===== config.mk =====
export PLATFORM = sky130hd
export DESIGN_NAME = riscv_timer_top
export DESIGN_NICKNAME = d
export VERILOG_FILES = /design/src/timer_pkg.sv /design/src/apb_timer_ctrl.sv /design/src/tick_sync.sv /design/src/mtime_counter.sv /design/src/mtimecmp_unit.sv /design/src/msip_bank.sv /design/src/riscv_timer_top.sv
export VERILOG_INCLUDE_DIRS = /design/src
export SDC_FILE = /design/constraint.sdc
export NUM_CORES = 1
export LEC_CHECK = 0
export BUFFER_PORTS_ARGS = -buffer_cell sky130_fd_sc_hd__buf_2
export CAP_MARGIN = 20
export CORE_UTILIZATION = 23
export DETAILED_ROUTE_END_ITERATION = 7
export PLACE_DENSITY = 0.41
export SETUP_SLACK_MARGIN = 0.4
export SLEW_MARGIN = 20
export SYNTH_ARGS = -nofsm -noshare
export SYNTH_HDL_FRONTEND = slang
export SYNTH_SLANG_ARGS = --single-unit
export TNS_END_PERCENT = 100

===== constraint.sdc =====
create_clock -name clk -period 2.5 [get_ports clk]
set_input_delay 0.5 -clock clk [delete_from_list [all_inputs] [get_ports clk]]
set_output_delay 0.5 -clock clk [all_outputs]
set_load 0.02 [all_outputs]

===== src/timer_params.svh =====
`ifndef TIMER_PARAMS_SVH
`define TIMER_PARAMS_SVH

// hart count is fixed by the address map
`define TIMER_N_HARTS 2

// apb data width
`define TIMER_DATA_W 32

// --------------------
// register offsets

// software interrupt bits, one word per hart
`define TIMER_ADDR_MSIP0  16'h0000
`define TIMER_ADDR_MSIP1  16'h0004

// shared time counter
`define TIMER_ADDR_MTIME  16'h0008
`define TIMER_ADDR_MTIMEH 16'h000C

// per-hart compare values
`define TIMER_ADDR_CMP0   16'h0010
`define TIMER_ADDR_CMP0H  16'h0014
`define TIMER_ADDR_CMP1   16'h0018
`define TIMER_ADDR_CMP1H  16'h001C

`endif


===== src/timer_pkg.sv =====
`default_nettype none

`include "timer_params.svh"

package timer_pkg;

	// one apb bus word
	typedef logic [`TIMER_DATA_W-1:0] apb_word_t;

	// the two bus-visible halves of a 64-bit register
	typedef struct packed {
		apb_word_t hi;
		apb_word_t lo;
	} reg64_half_t;

	// full view for counting and compare, half view for bus access
	typedef union packed {
		logic [2*`TIMER_DATA_W-1:0] full;
		reg64_half_t                half;
	} reg64_u;

	// one bit per hart
	typedef logic [`TIMER_N_HARTS-1:0] hart_vec_t;

	// apb transfer sequencing
	typedef enum logic [1:0] {
		BUS_IDLE,
		BUS_RD_DONE,
		BUS_WR_DONE
	} bus_state_e;

endpackage

`default_nettype wire


===== src/apb_timer_ctrl.sv =====
`default_nettype none
`timescale 1ns/1ps

`include "timer_params.svh"

module apb_timer_ctrl import timer_pkg::*; (
	input  logic        clk,
	input  logic        rst_n,

	input  logic [15:0] paddr,
	input  logic        psel,
	input  logic        penable,
	input  logic        pwrite,

	input  reg64_u      mtime,
	input  reg64_u      mtimecmp0,
	input  reg64_u      mtimecmp1,
	input  hart_vec_t   soft_irq,

	output apb_word_t   prdata,
	output logic        pready,

	output logic        mtime_lo_we,
	output logic        mtime_hi_we,
	output hart_vec_t   cmp_lo_we,
	output hart_vec_t   cmp_hi_we,
	output hart_vec_t   msip_we
);

	bus_state_e state;
	logic       access;
	logic       wr_start;

	// --------------------
	// transfer sequencing

	assign access = psel && penable;

	// only the first access-phase cycle of a transfer may write
	assign wr_start = access && pwrite && (state == BUS_IDLE);

	always_ff @(posedge clk or negedge rst_n) begin
		if (!rst_n) begin
			state  <= BUS_IDLE;
			pready <= 1'b0;
		end else begin
			case (state)
				BUS_IDLE: begin
					if (access) begin
						pready <= 1'b1;
						state  <= pwrite ? BUS_WR_DONE : BUS_RD_DONE;
					end
				end
				default: begin
					// pready lasts one cycle, then wait for the master to let go
					pready <= 1'b0;
					if (!access)
						state <= BUS_IDLE;
				end
			endcase
		end
	end

	// --------------------
	// write strobes

	assign mtime_lo_we  = wr_start && (paddr == `TIMER_ADDR_MTIME);
	assign mtime_hi_we  = wr_start && (paddr == `TIMER_ADDR_MTIMEH);
	assign cmp_lo_we[0] = wr_start && (paddr == `TIMER_ADDR_CMP0);
	assign cmp_hi_we[0] = wr_start && (paddr == `TIMER_ADDR_CMP0H);
	assign cmp_lo_we[1] = wr_start && (paddr == `TIMER_ADDR_CMP1);
	assign cmp_hi_we[1] = wr_start && (paddr == `TIMER_ADDR_CMP1H);
	assign msip_we[0]   = wr_start && (paddr == `TIMER_ADDR_MSIP0);
	assign msip_we[1]   = wr_start && (paddr == `TIMER_ADDR_MSIP1);

	// --------------------
	// read mux, undefined offsets read zero

	always_comb begin
		prdata = '0;
		case (paddr)
			`TIMER_ADDR_MSIP0:  prdata = {{(`TIMER_DATA_W-1){1'b0}}, soft_irq[0]};
			`TIMER_ADDR_MSIP1:  prdata = {{(`TIMER_DATA_W-1){1'b0}}, soft_irq[1]};
			`TIMER_ADDR_MTIME:  prdata = mtime.half.lo;
			`TIMER_ADDR_MTIMEH: prdata = mtime.half.hi;
			`TIMER_ADDR_CMP0:   prdata = mtimecmp0.half.lo;
			`TIMER_ADDR_CMP0H:  prdata = mtimecmp0.half.hi;
			`TIMER_ADDR_CMP1:   prdata = mtimecmp1.half.lo;
			`TIMER_ADDR_CMP1H:  prdata = mtimecmp1.half.hi;
			default:            prdata = '0;
		endcase
	end

endmodule

`default_nettype wire


===== src/tick_sync.sv =====
`default_nettype none
`timescale 1ns/1ps

module tick_sync #(
	parameter bit tick_is_nrz = 1'b0
) (
	input  logic clk,
	input  logic rst_n,
	input  logic tick,
	input  logic dbg_halt,
	output logic count_en
);

	generate
		if (tick_is_nrz) begin : g_nrz
			logic tick_s1;
			logic tick_s2;
			logic tick_prev;
			logic tick_evt;

			// two-flop synchroniser, then edge detect on the toggle
			always_ff @(posedge clk or negedge rst_n) begin
				if (!rst_n) begin
					tick_s1   <= 1'b0;
					tick_s2   <= 1'b0;
					tick_prev <= 1'b0;
					tick_evt  <= 1'b0;
				end else begin
					tick_s1   <= tick;
					tick_s2   <= tick_s1;
					tick_prev <= tick_s2;
					tick_evt  <= tick_s2 ^ tick_prev;
				end
			end

			assign count_en = tick_evt && !dbg_halt;
		end else begin : g_level
			// tick is already a clk-synchronous level
			assign count_en = tick && !dbg_halt;
		end
	endgenerate

endmodule

`default_nettype wire


===== src/mtime_counter.sv =====
`default_nettype none
`timescale 1ns/1ps

module mtime_counter import timer_pkg::*; (
	input  logic      clk,
	input  logic      rst_n,

	input  logic      count_en,

	input  logic      mtime_lo_we,
	input  logic      mtime_hi_we,
	input  apb_word_t pwdata,

	output reg64_u    mtime
);

	logic half_write;

	assign half_write = mtime_lo_we || mtime_hi_we;

	// --------------------
	// counter

	// a bus write beats a tick in the same cycle
	always_ff @(posedge clk or negedge rst_n) begin
		if (!rst_n) begin
			mtime.full <= '0;
		end else if (half_write) begin
			if (mtime_lo_we)
				mtime.half.lo <= pwdata;
			if (mtime_hi_we)
				mtime.half.hi <= pwdata;
		end else if (count_en) begin
			// carry from lo into hi comes for free on the full view
			mtime.full <= mtime.full + 1'b1;
		end
	end

endmodule

`default_nettype wire


===== src/mtimecmp_unit.sv =====
`default_nettype none
`timescale 1ns/1ps

module mtimecmp_unit import timer_pkg::*; (
	input  logic      clk,
	input  logic      rst_n,

	input  logic      cmp_lo_we,
	input  logic      cmp_hi_we,
	input  apb_word_t pwdata,

	input  reg64_u    mtime,

	output reg64_u    mtimecmp,
	output logic      timer_irq
);

	logic cmp_hit;

	// --------------------
	// compare register

	always_ff @(posedge clk or negedge rst_n) begin
		if (!rst_n) begin
			mtimecmp.full <= '0;
		end else begin
			if (cmp_lo_we)
				mtimecmp.half.lo <= pwdata;
			if (cmp_hi_we)
				mtimecmp.half.hi <= pwdata;
		end
	end

	// --------------------
	// interrupt

	// unsigned 64-bit test, both operands are plain values
	assign cmp_hit = mtime.full >= mtimecmp.full;

	// one edge behind the compare inputs
	always_ff @(posedge clk or negedge rst_n) begin
		if (!rst_n)
			timer_irq <= 1'b0;
		else
			timer_irq <= cmp_hit;
	end

endmodule

`default_nettype wire


===== src/msip_bank.sv =====
`default_nettype none
`timescale 1ns/1ps

`include "timer_params.svh"

module msip_bank import timer_pkg::*; (
	input  logic      clk,
	input  logic      rst_n,

	input  hart_vec_t msip_we,
	input  apb_word_t pwdata,

	output hart_vec_t soft_irq
);

	logic pwdata_nz;

	// any set bit in the written word raises the interrupt
	assign pwdata_nz = |pwdata;

	always_ff @(posedge clk or negedge rst_n) begin
		if (!rst_n) begin
			soft_irq <= '0;
		end else begin
			for (int h = 0; h < `TIMER_N_HARTS; h++) begin
				if (msip_we[h])
					soft_irq[h] <= pwdata_nz;
			end
		end
	end

endmodule

`default_nettype wire


===== src/riscv_timer_top.sv =====
`default_nettype none
`timescale 1ns/1ps

module riscv_timer_top import timer_pkg::*; #(
	parameter bit tick_is_nrz = 1'b0
) (
	input  logic        clk,
	input  logic        rst_n,

	input  logic [15:0] paddr,
	input  logic        psel,
	input  logic        penable,
	input  logic        pwrite,
	input  apb_word_t   pwdata,
	output apb_word_t   prdata,
	output logic        pready,

	input  logic        dbg_halt,
	input  logic        tick,

	output hart_vec_t   soft_irq,
	output hart_vec_t   timer_irq
);

	logic      count_en;
	reg64_u    mtime;
	reg64_u    mtimecmp0;
	reg64_u    mtimecmp1;
	logic      mtime_lo_we;
	logic      mtime_hi_we;
	hart_vec_t cmp_lo_we;
	hart_vec_t cmp_hi_we;
	hart_vec_t msip_we;

	// --------------------
	// bus side

	apb_timer_ctrl u_ctrl (
		.clk         (clk),
		.rst_n       (rst_n),
		.paddr       (paddr),
		.psel        (psel),
		.penable     (penable),
		.pwrite      (pwrite),
		.mtime       (mtime),
		.mtimecmp0   (mtimecmp0),
		.mtimecmp1   (mtimecmp1),
		.soft_irq    (soft_irq),
		.prdata      (prdata),
		.pready      (pready),
		.mtime_lo_we (mtime_lo_we),
		.mtime_hi_we (mtime_hi_we),
		.cmp_lo_we   (cmp_lo_we),
		.cmp_hi_we   (cmp_hi_we),
		.msip_we     (msip_we)
	);

	// --------------------
	// time base

	tick_sync #(
		.tick_is_nrz (tick_is_nrz)
	) u_tick (
		.clk      (clk),
		.rst_n    (rst_n),
		.tick     (tick),
		.dbg_halt (dbg_halt),
		.count_en (count_en)
	);

	mtime_counter u_mtime (
		.clk         (clk),
		.rst_n       (rst_n),
		.count_en    (count_en),
		.mtime_lo_we (mtime_lo_we),
		.mtime_hi_we (mtime_hi_we),
		.pwdata      (pwdata),
		.mtime       (mtime)
	);

	// --------------------
	// per-hart interrupts

	mtimecmp_unit u_cmp0 (
		.clk       (clk),
		.rst_n     (rst_n),
		.cmp_lo_we (cmp_lo_we[0]),
		.cmp_hi_we (cmp_hi_we[0]),
		.pwdata    (pwdata),
		.mtime     (mtime),
		.mtimecmp  (mtimecmp0),
		.timer_irq (timer_irq[0])
	);

	mtimecmp_unit u_cmp1 (
		.clk       (clk),
		.rst_n     (rst_n),
		.cmp_lo_we (cmp_lo_we[1]),
		.cmp_hi_we (cmp_hi_we[1]),
		.pwdata    (pwdata),
		.mtime     (mtime),
		.mtimecmp  (mtimecmp1),
		.timer_irq (timer_irq[1])
	);

	msip_bank u_msip (
		.clk      (clk),
		.rst_n    (rst_n),
		.msip_we  (msip_we),
		.pwdata   (pwdata),
		.soft_irq (soft_irq)
	);

endmodule

`default_nettype wire


# Word level (Yosys, flattened, before mapping)
# Cells that the tools add are included.
[totals]
regBits = 199
output_inout_bits = 37
inputBits = 55
word_cells = 58
[op_classes]
reduce_logical = 21
n_lt_le_gt_ge = 2
mux = 11
n_eq_ne = 11
n_addsub = 1
[ops]
columns = ["operator", "count"]
rows = [
  ["one-hot mux 32 bit (8 select lines)", 1],
  ["greater-or-equal comparator 64 bit", 2],
  ["2-to-1 mux 64 bit", 2],
  ["adder 64 x 1 -> 64 bit (second input constant)", 1],
  ["equality test 16 x 5 -> 1 bit (second input constant)", 4],
  ["2-to-1 mux 32 bit", 2],
  ["equality test 16 x 4 -> 1 bit (second input constant)", 2],
  ["OR reduction 32 bit", 1],
  ["equality test 16 x 3 -> 1 bit (second input constant)", 1],
  ["zero test 16 bit", 1],
  ["logical AND 1 bit", 12],
  ["2-to-1 mux 2 bit", 4],
  ["inequality test 2 x 1 -> 1 bit (second input constant)", 3],
  ["AND reduction 2 bit", 3],
  ["zero test 2 bit", 1],
  ["2-to-1 mux 1 bit", 2],
  ["inequality test 2 bit (second input constant)", 1],
  ["nonzero test 2 bit", 1],
  ["zero test 1 bit", 1],
  ["logical OR 1 bit", 1],
]

# Depth between registers and ports, before layout
# Gate-level depths: netlist (run 1).
[depth]
ltp_word = 7
ltp_mapped = 9
mapped_depth_nobuf = 8

# By module
# A second synthesis (run 1) with hierarchy kept.
[hier_totals]
hier_cells = 1646
hier_area_um2 = 13982.2
[by_module_without_submodules]
columns = ["module", "seq_area_each_um2", "area_each_um2", "n_inst", "cells_per_inst"]
rows = [
  ["mtimecmp_unit", 1626.6, 3823.7, 2, 434],
  ["mtime_counter", 1601.5, 4254.1, 1, 530],
  ["apb_timer_ctrl", 75.1, 1923.1, 1, 231],
  ["msip_bank", 50.0, 143.9, 1, 16],
  ["tick_sync", 0.0, 13.8, 1, 1],
]

# Worst setup path after synthesis (run 1)
# OpenSTA, ideal clock, no wires.
[synth_timing]
path_type = "input -> output"
from = "input port paddr[15]"
to = "output port prdata[19]"
stages = 8
slack_ps = -124
arrival_time_ps = 2124
n_path_buf = 2
t_required_ps = 2000
cell_sequence = "nor3_1 and4_1 buf_2 nand2_1 nor2_1 clkbuf_1 a222oi_1 o211ai_1"
[synth_via]
elab_chain_cells = 2
elab_cells_between_ends = 9
classes_between = "eq/ne (7); mux (1); reduce/logical (1)"
[synth_lines]
columns = ["item", "line", "text"]
rows = [
  ["from (decl)", "riscv_timer_top.sv:10", "input logic [15:0] paddr,"],
  ["equality test 16 x 5 -> 1 bit (tied with other cells)", "apb_timer_ctrl.sv:81", "case (paddr)"],
  ["one-hot mux 32 bit (8 select lines) *", "apb_timer_ctrl.sv:81", ""],
  ["to (decl)", "riscv_timer_top.sv:15", "output apb_word_t prdata,"],
]
# Mark *: on every way between the ends. The rest lies on a longest branch, timed or not.

# Final worst setup path (run 1)
[layout_timing]
from = "input port paddr[11]"
to = "output port prdata[31]"
# Same word-level chain as after synthesis.

==> results of run 1 <==
==> worst paths after layout <==
kind                                   from                   to  slack (ns)  cells past startpoint
hold / removal                       pwrite      u_ctrl.state[0]        0.23                      2
setup / recovery                  paddr[11]           prdata[31]       -0.13                      9
min in group asynchronous             rst_n  u_cmp0.mtimecmp[33]        0.57                      2
max in group asynchronous             rst_n     u_mtime.mtime[9]        1.21                      3
setup reg to reg           u_mtime.mtime[0]    u_mtime.mtime[53]        0.11                     11
hold reg to reg               u_ctrl.pready        u_ctrl.pready        0.52                      1
==> where the power goes <==
group	switching, uW	internal [uW]	leakage [uW]	total (uW)
logic	804	632	0.00705	1440
clock network	1400	1660	0.000299	3060
registers	116	3310	0.00218	3430
==> area by class of cell <==
type,instances,area share
well taps,773,0.0474
clock inverters,11,0.00717
repair buffers,444,0.200
inverters,147,0.0271
clock buffers,21,0.0230
multi-input cells,1173,0.450
flip-flops and latches,199,0.245
==> routing by layer <==
metal  vias up  wire [um]  GRT usage
li1       6635          -          -
met1      7013      27800      0.261
met2       335      30100      0.340
met3        60       2150     0.0238
met4         0       1430     0.0592
met5         -          0          0
==> synth_stat cells, drive strengths merged (11+ instances only) <==
cell type	number
nor2	78
inv	147
a211oi	13
mux2i	37
ha	130
and3	14
a222oi	31
dfrtp	199
o211ai	33
a31oi	11
o21ai	145
o22ai	12
nor3	38
buf	22
nand3	45
nand4	52
a21oi	113
nand2	229
mux2	33
nor4	32
clkbuf	56
==> cell families (layout without fill, tap and decap cells) <==
family | Yosys count | count (layout) | share of synthesized area
DFF | 199 | 199 | 0.361
adders and majority gates | 130 | 130 | 0.118
buffers and inverters | 225 | 623 | 0.0667
xor gates and xnor gates | 4 | 4 | 0.00254
AOI/OAI and AO/OA | 439 | 439 | 0.201
and+or+nand+nor | 530 | 530 | 0.197
muxes | 70 | 70 | 0.0538
==> through the flow <==
step / utilization / area, um^2
2_1_floorplan: - / 14000
3_3_place_gp: 0.292 / 17300
3_5_place_dp: 0.292 / 17300
4_1_cts: 0.327 / 19300
5_1_grt: 0.345 / 20400
6_report: 0.345 / 20400
==> timing repair <==
item,in CTS,in global routing
hold buffers,1,0
buffers inserted,50,34
endpoints found under the setup margin,161,103
endpoints found under the hold margin,36,0
pin swaps,94,95
cloned,3,7
resized for setup,220,151
==> flip-flops by register name, indices dropped and copies added, names as in the netlist <==
signal            count
u_msip.soft_irq       2
u_ctrl.state          2
u_cmp1.timer_irq      1
u_mtime.mtime        64
u_cmp0.timer_irq      1
u_cmp1.mtimecmp      64
u_ctrl.pready         1
u_cmp0.mtimecmp      64
==> worst max-delay path: stages <==
cell and delay [ns]:
buf_6 0.10, nor4_4 0.26, buf_6 0.17, buf_4 0.12, and3b_2 0.23, nand2_4 0.09
buf_12 0.16, o211ai_1 0.28, buf_4 0.20
==> summary.txt, run 1 <==
Routing
  – WL final: 61500 um
  – Initial DRC count: approximately 1100
  – Via density: around 5
  – DRC viols: 2
  – WL/cell: approximately 22 um
  – Routed Antenna Nets: 0
  – Initial DRT Pass Iterations: 8
  – Via count: about 14000

Logic synthesis
  – Primary FF master, synth: dfrtp_1
  – Async set-reset flop share out of synthesis: 1.00
  – YS warnings: 0
  – Yosys reg bits: between 150 and 200
  – Top cells by area, synth: dfrtp_1 (36%), ha_1 (12%), nand2_1 (6.2%), a21oi_1 (4.1%), inv_1 (4.0%)
  – Mapped Area: ~0.014 mm^2
  – Cell count after synthesis: approximately 1600
  – Area fraction of the dominant cell type after synthesis: 0.361
  – Synth Net Count: around 1800
  – Area leader, netlist: dfrtp_1
  – Register area share after synthesis: 0.361
  – Yosys cell types: 70
  – EDFF count, synth: 0
  – Avg Cell Area, Syn: roughly 8.6 um^2

Worst setup path
  – Worst EP arrival: about 2.1 ns
  – Max Fanout on Critical Path: 13
  – CP startpoint kind: input port
  – Worst Setup End Kind: output port
  – Req. time, crit path: around 2.0 ns
  – Kind of critical path: input port to output port

Timing
  – Hold Vio Cnt, Final: 0
  – Post-Route Skew: 0.0199 ns
  – Max Slew Vio Count: 0
  – Fin Hold WS: approximately 0.23 ns
  – Worst Tran Pin Value: approximately 0.9 ns
  – Final period util: 1.05
  – Setup TNS: -2.68 ns
  – Final Setup Violations: 32
  – Final Worst Setup Slack: -0.132 ns
  – Post-route minimum period: 2.63 ns
  – RSZ-0062 raised after global routing: yes
  – Fmax: about 380 MHz
  – Slew HR: 0.405

Power and ir drop
  – Pwr Total: between 7000 and 8000 uW
  – Leakage: 0.00952 uW
  – Peak supply drop: 519 uV
  – PwrDens: slightly below 400 mW/mm^2

Global routing
  – Number of global-route vias before repair: roughly 14000
  – First-pass GRT wire length: 89700 um
  – Initial antenna violation count: 0
  – Tot GR Track Use: 0.199
  – Largest net degree at the start of global routing: 65
  – Grt total ovfl: 0

Place
  – Hpwl dp: around 44000 um
  – DP Cell Count: around 2600
  – Count of input and output buffers: between 90 and 100
  – Pre-CTS setup slack: -0.284 ns
  – Placer Congestion: 0.891

Final layout
  – Nets: 2167
  – Multi-input gate area: 0.00920 mm^2
  – Share of cells above drive strength 1: 0.349
  – Finished Layout Cells: between 2000 and 3000
  – Syn-to-layout area delta: 48.1%
  – Most frequent cells in the layout: buf_4 (271), nand2_1 (212), dfrtp_1 (178)
  – # fillers: slightly above 6000
  – Diodes inserted: 0
  – FF/Latch Area: between 0.005 and 0.006 mm^2
  – Most common cell after layout, fill and taps aside: buf_4

Die
  – Die H: between 200 and 250 um
  – Die W: between 200 and 250 um
  – Die Footprint: 0.0609 mm^2
  – Cell row count: 89
  – Initial Utilization: 0.233
  – I/O Pins: 92
  – Area of the core: ~0.059 mm^2

CTS
  – CTS buffer count: 17
  – Clock slew seen by the registers of the worst setup and hold paths: 0.08 ns
  – Clock Latency Late Sink: a little under 0.5 ns
  – Max Buffers Root-to-Sink: 2
  – TritonCTS clock tree: done
  – Clock sink count: 199
  – # H-tree levels: 4
  – Root Driver: clkbuf_16

Worst hold path
  – Worst Hold Class: input port to register

Status
  – Outcome: finished with violations
  – Failing checks: DRC, setup timing

Flow run
  – # Max-Cap Violations: 0
(Power assumes the default switching activity.)
==> inputs of run 2 (changes only) <==
Settings changed: CELL_PAD_IN_SITES_DETAIL_PLACEMENT set to 0, CELL_PAD_IN_SITES_GLOBAL_PLACEMENT set to 1, PLACE_DENSITY 0.41 to 0.49, RECOVER_POWER set to 50.
==> run 2 against run 1 <==
Global-route usage rose by 0.74 points. Worst setup slack hardly changed. Register-to-register slack better by 0.08 ns. First-iteration DRC count fell by 3.1%. Largest power group unchanged. Cell area fell by 1.8%. Die area did not move. Combinational power shrank 5%. Clock skew down 0.0095 ns. Via count is 1.2% lower. The run still ends with DRC, setup timing left. Power down 3.4%.
==> summary.txt, run 2 (synthesis gave the netlist of run 1 again) <==
Status
  – Outcome: finished with violations (unchanged)
  – Failing checks: DRC, setup timing (unchanged)

Timing
  – Max Slew Vio Count: 0 (unchanged)
  – Hold Vio Cnt, Final: 0 (unchanged)
  – Slew HR: 0.239 (was 0.405)
  – Final Setup Violations: 32 (unchanged)
  – Final period util: 1.05 (about the same)
  – Post-Route Skew: 0.0104 ns (was 0.0199 ns)
  – Final Worst Setup Slack: -0.133 ns (was -0.132 ns)
  – Worst Tran Pin Value: 1.14 ns (was 0.885 ns)
  – Post-route minimum period: 2.63 ns (about the same)
  – RSZ-0062 raised after global routing: yes (unchanged)
  – Setup TNS: -2.08 ns (was -2.68 ns)
  – Fmax: 380 MHz (about the same)

Final layout
  – Nets: 2152 (was 2167)
  – Syn-to-layout area delta: 45.4% (was 48.1%)
  – Core Util, Final: 0.339 (was 0.345)
  – Cell area after layout: 0.0200 mm^2 (was 0.0204 mm^2)
  – Largest regs: u_cmp0.mtimecmp (64), u_cmp1.mtimecmp (64), u_mtime.mtime (64) (unchanged)
  – Most common cell after layout, fill and taps aside: buf_4 (unchanged)
  – Share of cells above drive strength 1: 0.340 (was 0.349)
  – Most frequent cells in the layout: buf_4 (264), nand2_1 (206), dfrtp_1 (177) (was buf_4 (271), nand2_1 (212), dfrtp_1 (178))

Place
  – Count of input and output buffers: 91 (unchanged)
  – Placer Congestion: 0.888 (was 0.891)
  – Hpwl dp: 45900 um (was 44200 um)
  – Dpl cell area: 0.0174 mm^2 (was 0.0173 mm^2)

Global routing
  – Grt total ovfl: 0 (unchanged)
  – First-pass GRT wire length: 92300 um (was 89700 um)
  – Initial antenna violation count: 0 (unchanged)
  – Tot GR Track Use: 0.207 (was 0.199)
  – Number of global-route vias before repair: 14200 (was 13900)
  – Largest net degree at the start of global routing: 66 (was 65)

Worst setup path
  – Most used cell, CP: buf_6
  – R2R cell count: 11 (unchanged)
  – Worst R2R Start: u_mtime.mtime[0] (unchanged)
  – Crit Reg-Reg Endpoint: u_cmp1.timer_irq (was u_mtime.mtime[53])
  – Worst EP arrival: 2.13 ns (about the same)
  – R2R Setup Slk: 0.19 ns (was 0.11 ns)
  – Kind of critical path: input port to output port (unchanged)
  – Worst Setup End Kind: output port (unchanged)
  – Cells along the critical path: buf_6, nor4_4, buf_6, nand3_4, buf_6, nor2_4, buf_12, buf_12, a222oi_1, o211ai_1, buf_4 (was buf_6, nor4_4, buf_6, buf_4, and3b_2, nand2_4, buf_12, o211ai_1, buf_4)
  – Max Fanout on Critical Path: 16 (was 13)
  – CP startpoint kind: input port (unchanged)
  – Critical path origin: paddr[12] (was paddr[11])
  – CP max stage cell: nor4_4 (was o211ai_1)
  – CP max stage delay: 0.26 ns (was 0.28 ns)
  – Req. time, crit path: 2.00 ns (about the same)
  – Crit path to: prdata[15] (was prdata[31])

Routing
  – Via density: 5.04 (was 5.07)
  – DRC viols: 8 (was 2)
  – Initial DRT Pass Iterations: 8 (unchanged)
  – Routed Antenna Nets: 0 (unchanged)
  – WL final: 61900 um (was 61500 um)
  – Initial DRC count: 1102 (was 1137)
  – WL/cell: 22.5 um (was 22.2 um)
  – Via count: 13900 (was 14000)

CTS
  – CTS buffer count: 17 (unchanged)
  – Root Driver: clkbuf_16 (unchanged)
  – # H-tree levels: 4 (unchanged)
  – Clock slew seen by the registers of the worst setup and hold paths: 0.07 ns (was 0.08 ns)
  – Max Buffers Root-to-Sink: 2 (unchanged)
  – TritonCTS clock tree: done (unchanged)
  – Clock sink count: 199 (unchanged)
  – Clock Latency Late Sink: 0.51 ns (was 0.49 ns)

Flow run
  – # Max-Cap Violations: 0 (unchanged)

Die
  – Initial Utilization: 0.233 (unchanged)
  – Die W: 247 um (unchanged)
  – Cell row count: 89 (unchanged)
  – Area of the core: 0.0591 mm^2 (unchanged)
  – Die Footprint: 0.0609 mm^2 (unchanged)
  – I/O Pins: 92 (unchanged)
  – Die H: 247 um (unchanged)

Power and ir drop
  – Peak supply drop: 495 uV (was 519 uV)
  – PwrDens: 382 mW/mm^2 (was 388 mW/mm^2)
  – Leakage: 0.00933 uW (was 0.00952 uW)

Worst hold path
  – Worst Hold Class: input port to register (unchanged)
run 2: changes by cell type in the layout (fill, tap and decap cells not counted), sizes merged:
cell      change
buf          -18
bufinv        -2
clkbuf        +6
clkinv        -2
clkinvlp      +1
diode         +1
inv           -1
run 2: worst max-delay path, delay by kind of cell:
| family | cells | cell delay, ns |
|---|---|---|
| simple gates | 3 | 0.46 |
| compound gates | 2 | 0.25 |
| buf+inv | 6 | 0.89 |
run 2: timing repair:
action,4_1_cts,5_1_grt
resized for setup,227,133
endpoints found under the setup margin,120,132
pin swaps,101,75
hold buffers,1,0
gates cloned,3,2
buffers inserted,37,22
hold endpoints to repair,24,0
run 2: how the worst min path moves through the flow:
stage / cells past startpoint / slack, ns / end / start
after floorplan: 0 / 0.20 / u_cmp0.mtimecmp[0] / rst_n
after global placement: 1 / 0.49 / u_ctrl.pready / u_ctrl.pready
after detailed placement: 1 / 0.50 / u_ctrl.pready / u_ctrl.pready
after CTS: 2 / 0.17 / u_ctrl.state[0] / pwrite
after global routing: 2 / 0.20 / u_ctrl.state[0] / pwrite
final: 2 / 0.21 / u_ctrl.state[0] / pwrite
run 2: stage by stage:
stage	hold WS, ns	total power, uW	instances	worst slack (ns)
detailed placement	0.498	4720	2656	-0.155
global route	0.202	7990	2752	-0.173
CTS	0.172	7750	2728	-0.105
finish	0.214	7650	2753	-0.133
floorplan	0.204	4010	1597	0.141
global placement	0.493	4710	2656	-0.172
run 2: area by class of cell:
class | instances | area [um^2]
antenna | 1 | 2.50
tap | 773 | 967
fill | 6031 | 39100
clock inverter | 7 | 71.3
clock buffer | 24 | 482
timing repair buffer | 429 | 3800
sequential | 199 | 5010
inverter | 147 | 554
multi-input combinational | 1173 | 9170
run 2: power by group:
group / internal (uW) / switching [uW]
Sequential: 3320 / 123
Combinational: 582 / 786
Clock: 1440 / 1400
Total: 5340 / 2310
run 2: per-layer routing:
layer  vias to the layer above  GRT usage  part of all wire
met5                         -          0                 0
met4                         0     0.0581             0.022
met3                        64     0.0315             0.044
met2                       330      0.347              0.48
met1                      6875      0.272              0.45
li1                       6604          -                 -
==> inputs of run 3 (changes only) <==
Settings changed: ABC_AREA set to 1, PLACE_DENSITY 0.49 to 0.51.
==> run 3 against run 2 <==
The run now ends clean. Critical path depth increased by 1. First-iteration DRC count increased by 7.5%. Register-to-register slack improved by 0.17 ns. Synthesized cell count increased by 35%. Power increased by 23%. Clock skew increased by 0.0048 ns. Largest cell class unchanged. Die area increased by 6.3%. Fmax increased by 6.1%. Wire length increased by 12%. Core utilization decreased by 4.1 points. Highest routed layer unchanged. Clock power increased by 4%.
==> summary.txt, run 3 <==
Status
  – Outcome: complete, no violations (was finished with violations)

Timing
  – RSZ-0062 raised after global routing: yes (unchanged)
  – Post-Route Skew: 0.0152 ns (was 0.0104 ns)
  – Fin Hold WS: 0.237 ns (was 0.214 ns)
  – Final Worst Setup Slack: 0.0183 ns (was -0.133 ns)
  – Fmax: 403 MHz (was 380 MHz)
  – Final Setup Violations: 0 (was 32)
  – Final period util: 0.993 (was 1.05)
  – Worst Tran Pin Value: 0.977 ns (was 1.14 ns)
  – Post-route minimum period: 2.48 ns (was 2.63 ns)
  – Hold Vio Cnt, Final: 0 (unchanged)
  – Setup TNS: 0 ns (was -2.08 ns)
  – Slew HR: 0.349 (was 0.239)
  – Max Slew Vio Count: 0 (unchanged)

Final layout
  – Syn-to-layout area delta: 28.2% (was 45.4%)
  – Largest regs: u_cmp0.mtimecmp (64), u_cmp1.mtimecmp (64), u_mtime.mtime (64) (unchanged)
  – Cell area after layout: 0.0188 mm^2 (was 0.0200 mm^2)
  – Most frequent cells in the layout: nand2_1 (635), inv_1 (274), nor2_1 (215) (was buf_4 (264), nand2_1 (206), dfrtp_1 (177))
  – Nets: 2532 (was 2152)
  – Most common cell after layout, fill and taps aside: nand2_1 (was buf_4)
  – Finished Layout Cells: 3206 (was 2753)
  – Share of cells above drive strength 1: 0.197 (was 0.340)

CTS
  – Clock sink count: 199 (unchanged)
  – Root Driver: clkbuf_16 (unchanged)
  – # H-tree levels: 4 (unchanged)
  – Max Buffers Root-to-Sink: 2 (unchanged)
  – CTS buffer count: 17 (unchanged)
  – TritonCTS clock tree: done (unchanged)
  – Clock slew seen by the registers of the worst setup and hold paths: 0.08 ns (was 0.07 ns)
  – Clock Latency Late Sink: 0.52 ns (was 0.51 ns)

Place
  – DP Cell Count: 3143 (was 2656)
  – Count of input and output buffers: 91 (unchanged)
  – Placer Congestion: 0.887 (was 0.888)
  – Dpl cell area: 0.0172 mm^2 (was 0.0174 mm^2)
  – Hpwl dp: 55800 um (was 45900 um)
  – Pre-CTS setup slack: -0.0806 ns (was -0.155 ns)

Routing
  – Via count: 15100 (was 13900)
  – Initial DRC count: 1185 (was 1102)
  – Initial DRT Pass Iterations: 5 (was 8)
  – Routed Antenna Nets: 0 (unchanged)
  – Via density: 4.69 (was 5.04)
  – WL final: 69300 um (was 61900 um)
  – WL/cell: 21.6 um (was 22.5 um)
  – DRC viols: 0 (was 8)

Logic synthesis
  – Area leader, netlist: dfrtp_1 (unchanged)
  – Cell count after synthesis: 2152 (was 1597)
  – Avg Cell Area, Syn: 6.82 um^2 (was 8.64 um^2)
  – Synth Area in Compound Gates: 0.154 (was 0.201)
  – Synth Area in XOR/XNOR: 0.0131 (was 0.00254)
  – Most frequent cell after synthesis: nand2_1 (unchanged)
  – Mapped Area: 0.0147 mm^2 (was 0.0138 mm^2)
  – Yosys reg bits: 199 (unchanged)
  – Synth top cells by count: nand2_1 (666), inv_1 (283), nor2_1 (251) (was nand2_1 (229), dfrtp_1 (199), inv_1 (147))
  – Area fraction of the dominant cell type after synthesis: 0.339 (was 0.361)
  – Yosys cell types: 40 (was 70)
  – EDFF count, synth: 0 (unchanged)
  – Combinational family with the most area after synthesis: simple AND/OR/NAND/NOR gates (was compound AO/OA/AOI/OAI gates)
  – Synth Area in Adders: 0.111 (was 0.118)
  – Register area share after synthesis: 0.339 (was 0.361)
  – Mux share of post-synthesis cell area: 0.000767 (was 0.0538)
  – Primary FF master, synth: dfrtp_1 (unchanged)
  – Async set-reset flop share out of synthesis: 1.00 (unchanged)
  – Synth Net Count: 2337 (was 1782)
  – Simple-gate area share of the yosys netlist: 0.285 (was 0.197)
  – YS warnings: 0 (unchanged)
  – Top cells by area, synth: dfrtp_1 (34%), nand2_1 (17%), ha_1 (11%), inv_1 (7.2%), o21ai_0 (6.9%) (was dfrtp_1 (36%), ha_1 (12%), nand2_1 (6.2%), a21oi_1 (4.1%), inv_1 (4.0%))

Worst setup path
  – Worst EP arrival: 1.98 ns (was 2.13 ns)
  – Worst Setup End Kind: output port (unchanged)
  – R2R Setup Slk: 0.36 ns (was 0.19 ns)
  – Crit Reg-Reg Endpoint: u_cmp0.timer_irq (was u_cmp1.timer_irq)
  – Req. time, crit path: 2.00 ns (about the same)
  – Max Fanout on Critical Path: 22 (was 16)
  – CP startpoint kind: input port (unchanged)
  – Kind of critical path: input port to output port (unchanged)
  – Worst R2R Start: u_mtime.mtime[4] (was u_mtime.mtime[0])
  – R2R cell count: 13 (was 11)

Global routing
  – Met1 global-route usage: 0.316 (was 0.272)
  – GRT busiest layer: met2 (unchanged)
  – Initial antenna violation count: 0 (unchanged)
  – Tot GR Track Use: 0.218 (was 0.207)
  – Largest net degree at the start of global routing: 65 (was 66)
  – Met2 Track Usage GR: 0.341 (was 0.347)
  – Met3 global-route usage: 0.0287 (was 0.0315)
  – Grt total ovfl: 0 (unchanged)
  – First-pass GRT wire length: 101000 um (was 92300 um)
  – Number of global-route vias before repair: 14700 (was 14200)

Die
  – Cell row count: 92 (was 89)
  – Die Footprint: 0.0648 mm^2 (was 0.0609 mm^2)
  – Die W: 255 um (was 247 um)
  – Initial Utilization: 0.233 (about the same)
  – Area of the core: 0.0631 mm^2 (was 0.0591 mm^2)
  – I/O Pins: 92 (unchanged)
  – Die H: 255 um (was 247 um)

Worst hold path
  – WHS Endpoint: u_ctrl.state[1] (was u_ctrl.state[0])
  – Worst Hold Class: input port to register (unchanged)
  – Cells on Worst Hold Path: 3 (was 2)
  – Hold Path Origin: pwrite (unchanged)

Power and ir drop
  – Peak supply drop: 573 uV (was 495 uV)
  – PwrDens: 502 mW/mm^2 (was 382 mW/mm^2)
  – Leakage: 0.00830 uW (was 0.00933 uW)

Flow run
  – # Max-Cap Violations: 0 (unchanged)
## run 3: changes by cell type after synthesis, sizes merged, moves of 27 or more
cell,previous run,this run
inv,147,290
nor3,38,11
mux2i,37,0
a222oi,31,0
nor2,78,260
o22ai,12,65
nand2,229,671
o21ai,145,217
a21oi,113,85
nor4,32,4
mux2,33,1
## run 3: repair_timing
| action | 4_1_cts | 5_1_grt |
|---|---|---|
| endpoints found under the hold margin | 28 | 0 |
| hold buffers | 1 | 0 |
| pin swaps | 21 | 37 |
| setup buffers | 20 | 9 |
| gates resized for setup | 126 | 122 |
| endpoints found under the setup margin | 65 | 78 |
| cloned | 1 | 0 |
## run 3: layout make-up
type	instances	area, um^2
fill	7115	44300
multi-input combinational	1597	8960
timing repair buffer	241	2060
tap	846	1060
clock buffer	18	439
inverter	291	1110
clock inverter	13	138
sequential	199	5030
antenna	1	2.50
## run 3: worst max path at each step
stage,start,endpoint,depth (start not counted)
2_1_floorplan,paddr[13],prdata[19],7
3_3_place_gp,paddr[1],prdata[1],11
3_5_place_dp,paddr[1],prdata[16],11
4_1_cts,paddr[13],prdata[6],12
5_1_grt,paddr[7],prdata[6],12
6_report,paddr[7],prdata[6],12
## run 3: layer usage
layer,vias to the layer above,part of all wire
li1,7350,-
met1,7346,0.50
met2,316,0.45
met3,38,0.038
met4,0,0.015
met5,-,0
## run 3: critical path, stage by stage
cell      delay (ns)
buf_6           0.09
nor2_4          0.10
nand2_2         0.07
nor2_4          0.15
buf_4           0.14
nand3_4         0.08
buf_12          0.19
o22ai_1         0.15
nor2_1          0.07
o211ai_1        0.11
buf_4           0.17
buf_4           0.13
## run 3: kinds of logic (layout without fill, tap and decap cells)
group / count (synthesis) / count (layout)
buffers and inverters: 356 / 563
muxes: 1 / 1
xor gates and xnor gates: 22 / 22
AOI/OAI and AO/OA: 408 / 408
adders and majority gates: 130 / 130
other: 0 / 1
DFF: 199 / 199
and+or+nand+nor: 1036 / 1036
## run 3: report_power, final
group / internal, uW / switching [uW]
Sequential: 3430 / 369
Clock: 1430 / 1530
Combinational: 976 / 1710
Total: 5830 / 3600
## run 3: metrics by stage
step / util / total power [uW]
after global placement: 0.272 / 6290
after detailed placement: 0.272 / 6310
final: 0.298 / 9430
after global routing: 0.298 / 10000
after CTS: 0.291 / 9430
after floorplan: - / 5180
